<file path="config.mk">
export PLATFORM = sky130hd
export DESIGN_NAME = dcache_req_stage
export DESIGN_NICKNAME = d
export VERILOG_FILES = /design/src/dcache_pkg.sv /design/src/dcache_req_stage.sv
export SDC_FILE = /design/constraint.sdc
export NUM_CORES = 1
export LEC_CHECK = 0
export ABC_AREA = 1
export BUFFER_PORTS_ARGS = -buffer_cell sky130_fd_sc_hd__buf_4
export CAP_MARGIN = 20
export CELL_PAD_IN_SITES_DETAIL_PLACEMENT = 0
export CELL_PAD_IN_SITES_GLOBAL_PLACEMENT = 1
export CORE_ASPECT_RATIO = 0.75
export CORE_MARGIN = 5
export CORE_UTILIZATION = 32
export DETAILED_ROUTE_END_ITERATION = 10
export PLACE_DENSITY = 0.83
export RECOVER_POWER = 50
export SYNTH_ARGS = -nofsm -noshare
export SYNTH_HDL_FRONTEND = slang
export SYNTH_SLANG_ARGS = --single-unit
</file>
<file path="constraint.sdc">
create_clock -name clk -period 2.5 [get_ports clk]
set_input_delay 0.125 -clock clk [delete_from_list [all_inputs] [get_ports clk]]
set_output_delay 0.125 -clock clk [all_outputs]
set_load 0.03 [all_outputs]
</file>
<file path="src/dcache_pkg.sv">
`default_nettype none

package dcache_pkg;

    ////////////////////////////////////////
    // geometry
    ////////////////////////////////////////

    localparam int tag_w          = 20;
    localparam int index_w        = 7;
    localparam int word_sel_w     = 3;
    localparam int words_per_line = 8;
    localparam int line_w         = 256;
    localparam int num_sets       = 1 << index_w;

    ////////////////////////////////////////
    // shared types
    ////////////////////////////////////////

    // 20 + 7 + 3 + 2 = 32 bits
    typedef struct packed {
        logic [tag_w-1:0]      tag;
        logic [index_w-1:0]    index;
        logic [word_sel_w-1:0] word_sel;
        logic [1:0]            byte_off;
    } cache_addr_t;

    // one processor request, 70 bits
    typedef struct packed {
        logic        rd;
        logic        wr;
        cache_addr_t addr;
        logic [3:0]  strb;
        logic [31:0] wdata;
    } cache_req_t;

    // word 0 sits in the low 32 bits
    typedef logic [words_per_line-1:0][line_w/words_per_line-1:0] line_t;

    typedef struct packed {
        logic             valid;
        logic [tag_w-1:0] tag;
    } tag_entry_t;

    typedef enum logic [1:0] {
        miss_idle   = 2'd0,
        miss_wb     = 2'd1,
        miss_refill = 2'd2
    } miss_state_t;

endpackage

`default_nettype wire

</file>
<file path="src/dcache_req_stage.sv">
`timescale 1ns/1ps
`default_nettype none

module dcache_req_stage (
    input  wire logic              clk,
    input  wire logic              rst,
    input  wire logic              rvalid_i,
    input  wire logic              wvalid_i,
    input  wire logic [31:0]       paddr_i,
    input  wire logic [3:0]        wsel_i,
    input  wire logic [31:0]       wdata_i,
    input  wire logic              stall_i,
    output dcache_pkg::cache_req_t req_o
);

    dcache_pkg::cache_req_t req_q;

    // request flags
    always_ff @(posedge clk) begin
        if (!rst) begin
            req_q.rd <= 1'b0;
            req_q.wr <= 1'b0;
        end else if (!stall_i) begin
            req_q.rd <= rvalid_i;
            req_q.wr <= wvalid_i;
        end
    end

    // address and write payload, held while stalled
    always_ff @(posedge clk) begin
        if (!stall_i) begin
            req_q.addr  <= dcache_pkg::cache_addr_t'(paddr_i);
            req_q.strb  <= wsel_i;
            req_q.wdata <= wdata_i;
        end
    end

    assign req_o = req_q;

    ////////////////////////////////////////
    // checks
    ////////////////////////////////////////

    // processor must not present a read and a write at once
    a_rd_wr_excl: assert property (
        @(posedge clk) disable iff (!rst)
        !(req_q.rd && req_q.wr)
    );

endmodule

`default_nettype wire

</file>
==> impl_metrics.json, run 1 <==
{
  "p_int_w": 0.00215,
  "fmax_ghz": 0.633,
  "p_switching_w": 0.000721,
  "cp-start-kind": "input pin",
  "arrival_ns": 1.60,
  "slew_headroom": 0.195,
  "hold_depth": 3,
  "clk_pin_slew_ns": 0.08,
  "antenna_found_initial": 0,
  "numCtsBuffers": 9,
  "seqPwrFrac": 0.495,
  "r2r_start": "req_o[69]",
  "syn_to_final_growth_pct": 97.8,
  "power.density_nw_per_um2": 683,
  "ys_seq_area_frac": 0.981,
  "cp_slowest_cell": "inv_1",
  "ys_types": 5,
  "avgRoutedWirePerCell_um": 17.4,
  "grtUsageTotal": 0.171,
  "clk_latency_ns": 0.33,
  "ant_nets": 0,
  "swShare": 0.251,
  "initial_utilization": 0.333,
  "final_cell_mix": "71 x dlygate4sd3_1, 70 x buf_4, 68 x edfxtp_1",
  "antenna_cells": 0,
  "fillCellCount": 443,
  "firstDrtPassIters": 4,
  "finClkSkew_ns": 0,
  "syn_inst": 81,
  "cts-resized-gates": 0,
  "comb_power_share": 0.184,
  "final_hold_viol_count": 0,
  "clockRootBuffer": "clkbuf_8",
  "hold_start": "rst",
  "h-tree-depth": 3,
  "cts_setup_buffers": 0,
  "syn_nets": 154,
  "vias_per_cell": 4.18,
  "finalSetupViolCount": 0,
  "row_count": 25,
  "hold_path_class": "input pin to flop",
  "critPathMaxStageDelay_ns": 0.89,
  "wirelength_um": 6820,
  "whs_endpoint": "req_o[68]",
  "fin_crit_sh": 0.632,
  "grt_max_degree": 33,
  "dieArea_um2": 8380,
  "critical_path_class": "input pin to flop",
  "cp_top_family": "buffers and inverters",
  "clockBufferDepth": 2,
  "clockPowerShare": 0.321,
  "critPathCaptureType": "flop",
  "yosysWarnings": 0,
  "tightest_slew_ns": 1.21,
  "rsz0062_at_grt": "no",
  "grt_pass1_wl_um": 10500,
  "vias": 1641,
  "place.gp.congestion": 0.712,
  "first_iter_violations": 64,
  "grt_pass1_vias": 1891,
  "drv_slew": 0,
  "drcViolationCount": 0,
  "maxCapViolCount": 0,
  "die_y_um": 80.5,
  "syn_area_per_cell_um2": 26.2,
  "nets": 380,
  "crit_buf_inv": 3,
  "die_x_um": 104,
  "syn_area_um2": 2120,
  "fin_crit_ns": 1.58,
  "largest_register_ffs": 70,
  "r2r_end": "req_o[69]",
  "critPathMaxFanout": 32,
  "ir_drop_uv": 538,
  "p_leak_nw": 1.77,
  "critPathRequiredTime_ns": 2.52,
  "crit_chain": "clkbuf_1 > inv_1 > buf_4",
  "status": "completed",
  "core_um2": 6380,
  "fin_tns_setup_ns": 0,
  "drive_above_1_share": 0.490,
  "portBuffers": 142,
  "holdWs_ns": 0.0264,
  "place.detailed.hpwl_um": 4250,
  "ys_ff_latch": 70,
  "num_io_pins": 143,
  "cts_tree": "built",
  "grt-ovfl-total": 0,
  "report.power.total_w": 0.00287,
  "r2r_slack_ns": 1.32,
  "utilization": 0.658,
  "final_common_cell": "dlygate4sd3_1",
  "r2r_cells": 5,
  "numClockSinks": 70
}
==> how the worst max path moves through the flow <==
stage | from | slack, ns | cells after the start | to
finish | stall_i | 0.92 | 3 | req_o[8]
floorplan | stall_i | 0.63 | 1 | req_o[0]
global route | stall_i | 0.78 | 3 | req_o[8]
detailed placement | stall_i | 0.98 | 3 | req_o[17]
CTS | rvalid_i | 1.30 | 5 | req_o[69]
global placement | stall_i | 1.05 | 3 | req_o[8]
==> cell type report <==
cell class / count / area [um2] / area share
timing repair buffer: 215 / 1770 / 0.420
inverter: 3 / 11.3 / 0.00268
tap: 81 / 101 / 0.0241
clock inverter: 5 / 57.6 / 0.0137
multi-input combinational: 8 / 30.0 / 0.00715
clock buffer: 11 / 151 / 0.0361
sequential: 70 / 2080 / 0.496
==> cell usage after synthesis <==
master,n,share of area
nand2_1,4,0.0071
dfxtp_1,2,0.019
inv_1,3,0.0053
edfxtp_1,68,0.96
nor2_1,4,0.0071
==> metal layers <==
layer  global-route usage  wire (um)  share of wire
met1                0.170       2380           0.35
met2                0.303       3590           0.53
met3               0.0916        775           0.11
met4               0.0660         78          0.011
met5                    0          0              0
==> power groups by stage <==
stage / Sequential [W] / Clock [W] / Combinational, W
2_1_floorplan: 0.00163 / 0 / 0.0000190
3_3_place_gp: 0.00144 / 0 / 0.000444
3_5_place_dp: 0.00144 / 0 / 0.000448
4_1_cts: 0.00142 / 0.000952 / 0.000539
5_1_grt: 0.00143 / 0.000998 / 0.000555
6_report: 0.00142 / 0.000920 / 0.000527
==> worst register-to-register path, cell delays in order, from the launching register on <==
cell	delay, ns
dfxtp_1	0.33
inv_1	0.06
nand2_1	0.05
nand2_1	0.06
nor2_1	0.03
dlygate4sd3_1	0.54
==> what timing repair did <==
item / CTS / global route
setup endpoints to repair: 0 / 0
endpoints found under the hold margin: 70 / 0
hold buffers: 71 / 0
==> per-stage QoR <==
step	std cells	setup slack [ns]	cell area [um2]
2_1_floorplan	81	0.634	2120
3_3_place_gp	306	1.05	3310
3_5_place_dp	306	0.984	3310
4_1_cts	393	1.30	4230
5_1_grt	393	0.783	4200
6_report	393	0.920	4200
==> cell families after synthesis <==
group / after synthesis / synth area share
buffers and inverters: 3 / 0.00530
DFF: 70 / 0.981
and+or+nand+nor: 8 / 0.0141
Note: power is estimated with default switching activity, not from simulation.
==> inputs of run 2 (changes only) <==
ABC_AREA = 0   (was 1)
clock period = 1.5 ns   (was 2.5 ns; I/O delays follow)
==> run 2 against run 1 <==
  * Combinational power increased by 67%
  * Die area decreased by 0.22%
  * Via count decreased by 2.6%
  * Clock-buffer cell count decreased by 2
  * Flip-flop and latch count unchanged
  * Worst setup slack worse by 0.61 ns
==> impl_metrics.json, run 2 <==
{
  "grtUsageTotal": 0.154,
  "die_y_um": 80.5,
  "die_x_um": 104,
  "numClockSinks": 70,
  "arrival_ns": 1.42,
  "critPathCaptureType": "flop",
  "syn_area_per_cell_um2": 28.2,
  "synth_top_area_frac": 0.964,
  "grt_max_degree": 42,
  "grt_util_met2": 0.265,
  "yosysWarnings": 0,
  "antenna_cells": 0,
  "portBuffers": 142,
  "ir_drop_uv": 706,
  "post-place-ws_ns": 0.533,
  "critPathRequiredTime_ns": 1.73,
  "r2r_end": "req_o[68]",
  "num_io_pins": 143,
  "fillCellCount": 441,
  "finalSetupViolCount": 0,
  "largest_register_ffs": 70,
  "core_um2": 6380,
  "grt-ovfl-total": 0,
  "r2r_cells": 3,
  "grt_pass1_wl_um": 9510,
  "power.density_nw_per_um2": 1130,
  "vias_per_cell": 4.13,
  "synthMostInstantiatedCell": "edfxtp_1",
  "drcViolationCount": 0,
  "ant_nets": 0,
  "setup_slack_ns": 0.310,
  "final_hold_viol_count": 0,
  "utilization": 0.659,
  "first_iter_violations": 73,
  "grt_pass1_vias": 1791,
  "synth_flop_cell": "edfxtp_1",
  "h-tree-depth": 3,
  "ys_seq_area_frac": 0.983,
  "final_common_cell": "buf_4",
  "cp_top_family": "buffers and inverters",
  "status": "completed",
  "crit_chain": "mux2i_1 > nor2b_1 > dlygate4sd3_1",
  "nets": 374,
  "ctsHoldBuffers": 71,
  "final_cell_mix": "93 x buf_4, 71 x dlygate4sd3_1, 68 x edfxtp_1",
  "yosys.area.top_type": "edfxtp_1",
  "cts-resized-gates": 0,
  "vias": 1598,
  "critPathMaxFanout": 2,
  "cts_setup_buffers": 0,
  "crit_buf_inv": 1,
  "endpoint": "req_o[68]",
  "syn_area_um2": 2120,
  "synthTopCellsByCount": "68 x edfxtp_1, 2 x dfxtp_1, 2 x mux2i_1, 2 x nor2b_1, 1 x inv_1",
  "critPathMaxStageDelay_ns": 0.55,
  "row_count": 25,
  "synth_edf_count": 68,
  "syn_inst": 75,
  "antenna_found_initial": 0,
  "clk_latency_ns": 0.34,
  "r2r_start": "req_o[68]",
  "clockBufferDepth": 2,
  "ys_ff_latch": 70,
  "clockRootBuffer": "clkbuf_8",
  "critical_path_class": "flop to flop",
  "ys_types": 5,
  "fin_crit_sh": 0.793,
  "holdWs_ns": 0.179,
  "place_inst": 300,
  "fin_tns_setup_ns": 0,
  "fmax_ghz": 0.840,
  "dieArea_um2": 8360,
  "wirelength_um": 6230,
  "fin_crit_ns": 1.19,
  "crit_start": "req_o[68]",
  "fin_cells": 387,
  "drv_slew": 0,
  "async_flop_share": 0,
  "avgRoutedWirePerCell_um": 16.1,
  "gr-usage-met1": 0.148,
  "grtUsageMet3": 0.107,
  "hold_path_class": "input pin to flop",
  "cts_tree": "built",
  "synth_area_leaders": "edfxtp_1 96%, dfxtp_1 1.9%, mux2i_1 0.95%",
  "p_leak_nw": 1.77,
  "grt_busiest_layer": "met2",
  "cp.depth": 3,
  "drive_above_1_share": 0.520,
  "r2r_slack_ns": 0.31,
  "tightest_slew_ns": 0.985,
  "rsz0062_at_grt": "no",
  "firstDrtPassIters": 6,
  "syn_nets": 148,
  "place.gp.congestion": 0.696,
  "initial_utilization": 0.332,
  "syn_to_final_growth_pct": 98.5,
  "maxCapViolCount": 0,
  "numCtsBuffers": 9,
  "slew_headroom": 0.343,
  "clk_pin_slew_ns": 0.08,
  "finClkSkew_ns": 0,
  "cp_slowest_cell": "dlygate4sd3_1",
  "cp-start-kind": "flop"
}
[run 2: area by class of cell]
| type | instances | area [um2] | area share |
|---|---|---|---|
| Clock buffer | 9 | 124 | 0.0295 |
| Tap cell | 81 | 101 | 0.0241 |
| Timing Repair Buffer | 215 | 1780 | 0.423 |
| Clock inverter | 7 | 80.1 | 0.0190 |
| Inverter | 1 | 5.00 | 0.00119 |
| Sequential cell | 70 | 2080 | 0.495 |
| Multi-Input combinational cell | 4 | 32.5 | 0.00774 |
[run 2: tightest hold or removal path: cells and delay by family]
family                 cells  cell delay [ns]
buffers and inverters      1             0.13
muxes                      1             0.19
and+or+nand+nor            1             0.07
[run 2: cells by family (layout without fill, tap and decap cells)]
kind of cell,count (synthesis),after routing,share of synthesized area
buf+inv,1,232,0.00177
flops,70,70,0.983
simple gates,2,2,0.00591
mux,2,2,0.00945
[run 2: worst min path at each step]
stage                           start  cells after the start  slack, ns        end
after CTS                     stall_i                      3       0.05  req_o[69]
after detailed placement  wdata_i[31]                      1       0.25  req_o[31]
after floorplan            wdata_i[0]                      0       0.17   req_o[0]
after global placement    paddr_i[31]                      1       0.25  req_o[67]
final                         stall_i                      3       0.18  req_o[69]
after global routing          stall_i                      3       0.19  req_o[69]
[run 2: layer usage]
| layer | wire [um] | vias to the layer above | part of all wire |
|---|---|---|---|
| met3 | 918 | 2 | 0.15 |
| met4 | 12 | 0 | 0.0019 |
| met5 | 0 | - | 0 |
| li1 | - | 751 | - |
| met1 | 2100 | 741 | 0.34 |
| met2 | 3210 | 104 | 0.51 |
[run 2: report_power, final]
group	switching (W)	leakage [nW]	internal [W]	total, W
Combinational	0.000467	0.988	0.000413	0.000880
Clock	0.000724	0.0964	0.000784	0.00151
Sequential	0.0000468	0.682	0.00232	0.00236
Total	0.00124	1.77	0.00351	0.00475
[run 2: stage by stage]
stage	area (um2)	total power, W
final	4200	0.00475
after global routing	4200	0.00496
after CTS	4230	0.00481
after detailed placement	3320	0.00315
after global placement	3320	0.00313
after floorplan	2120	0.00275
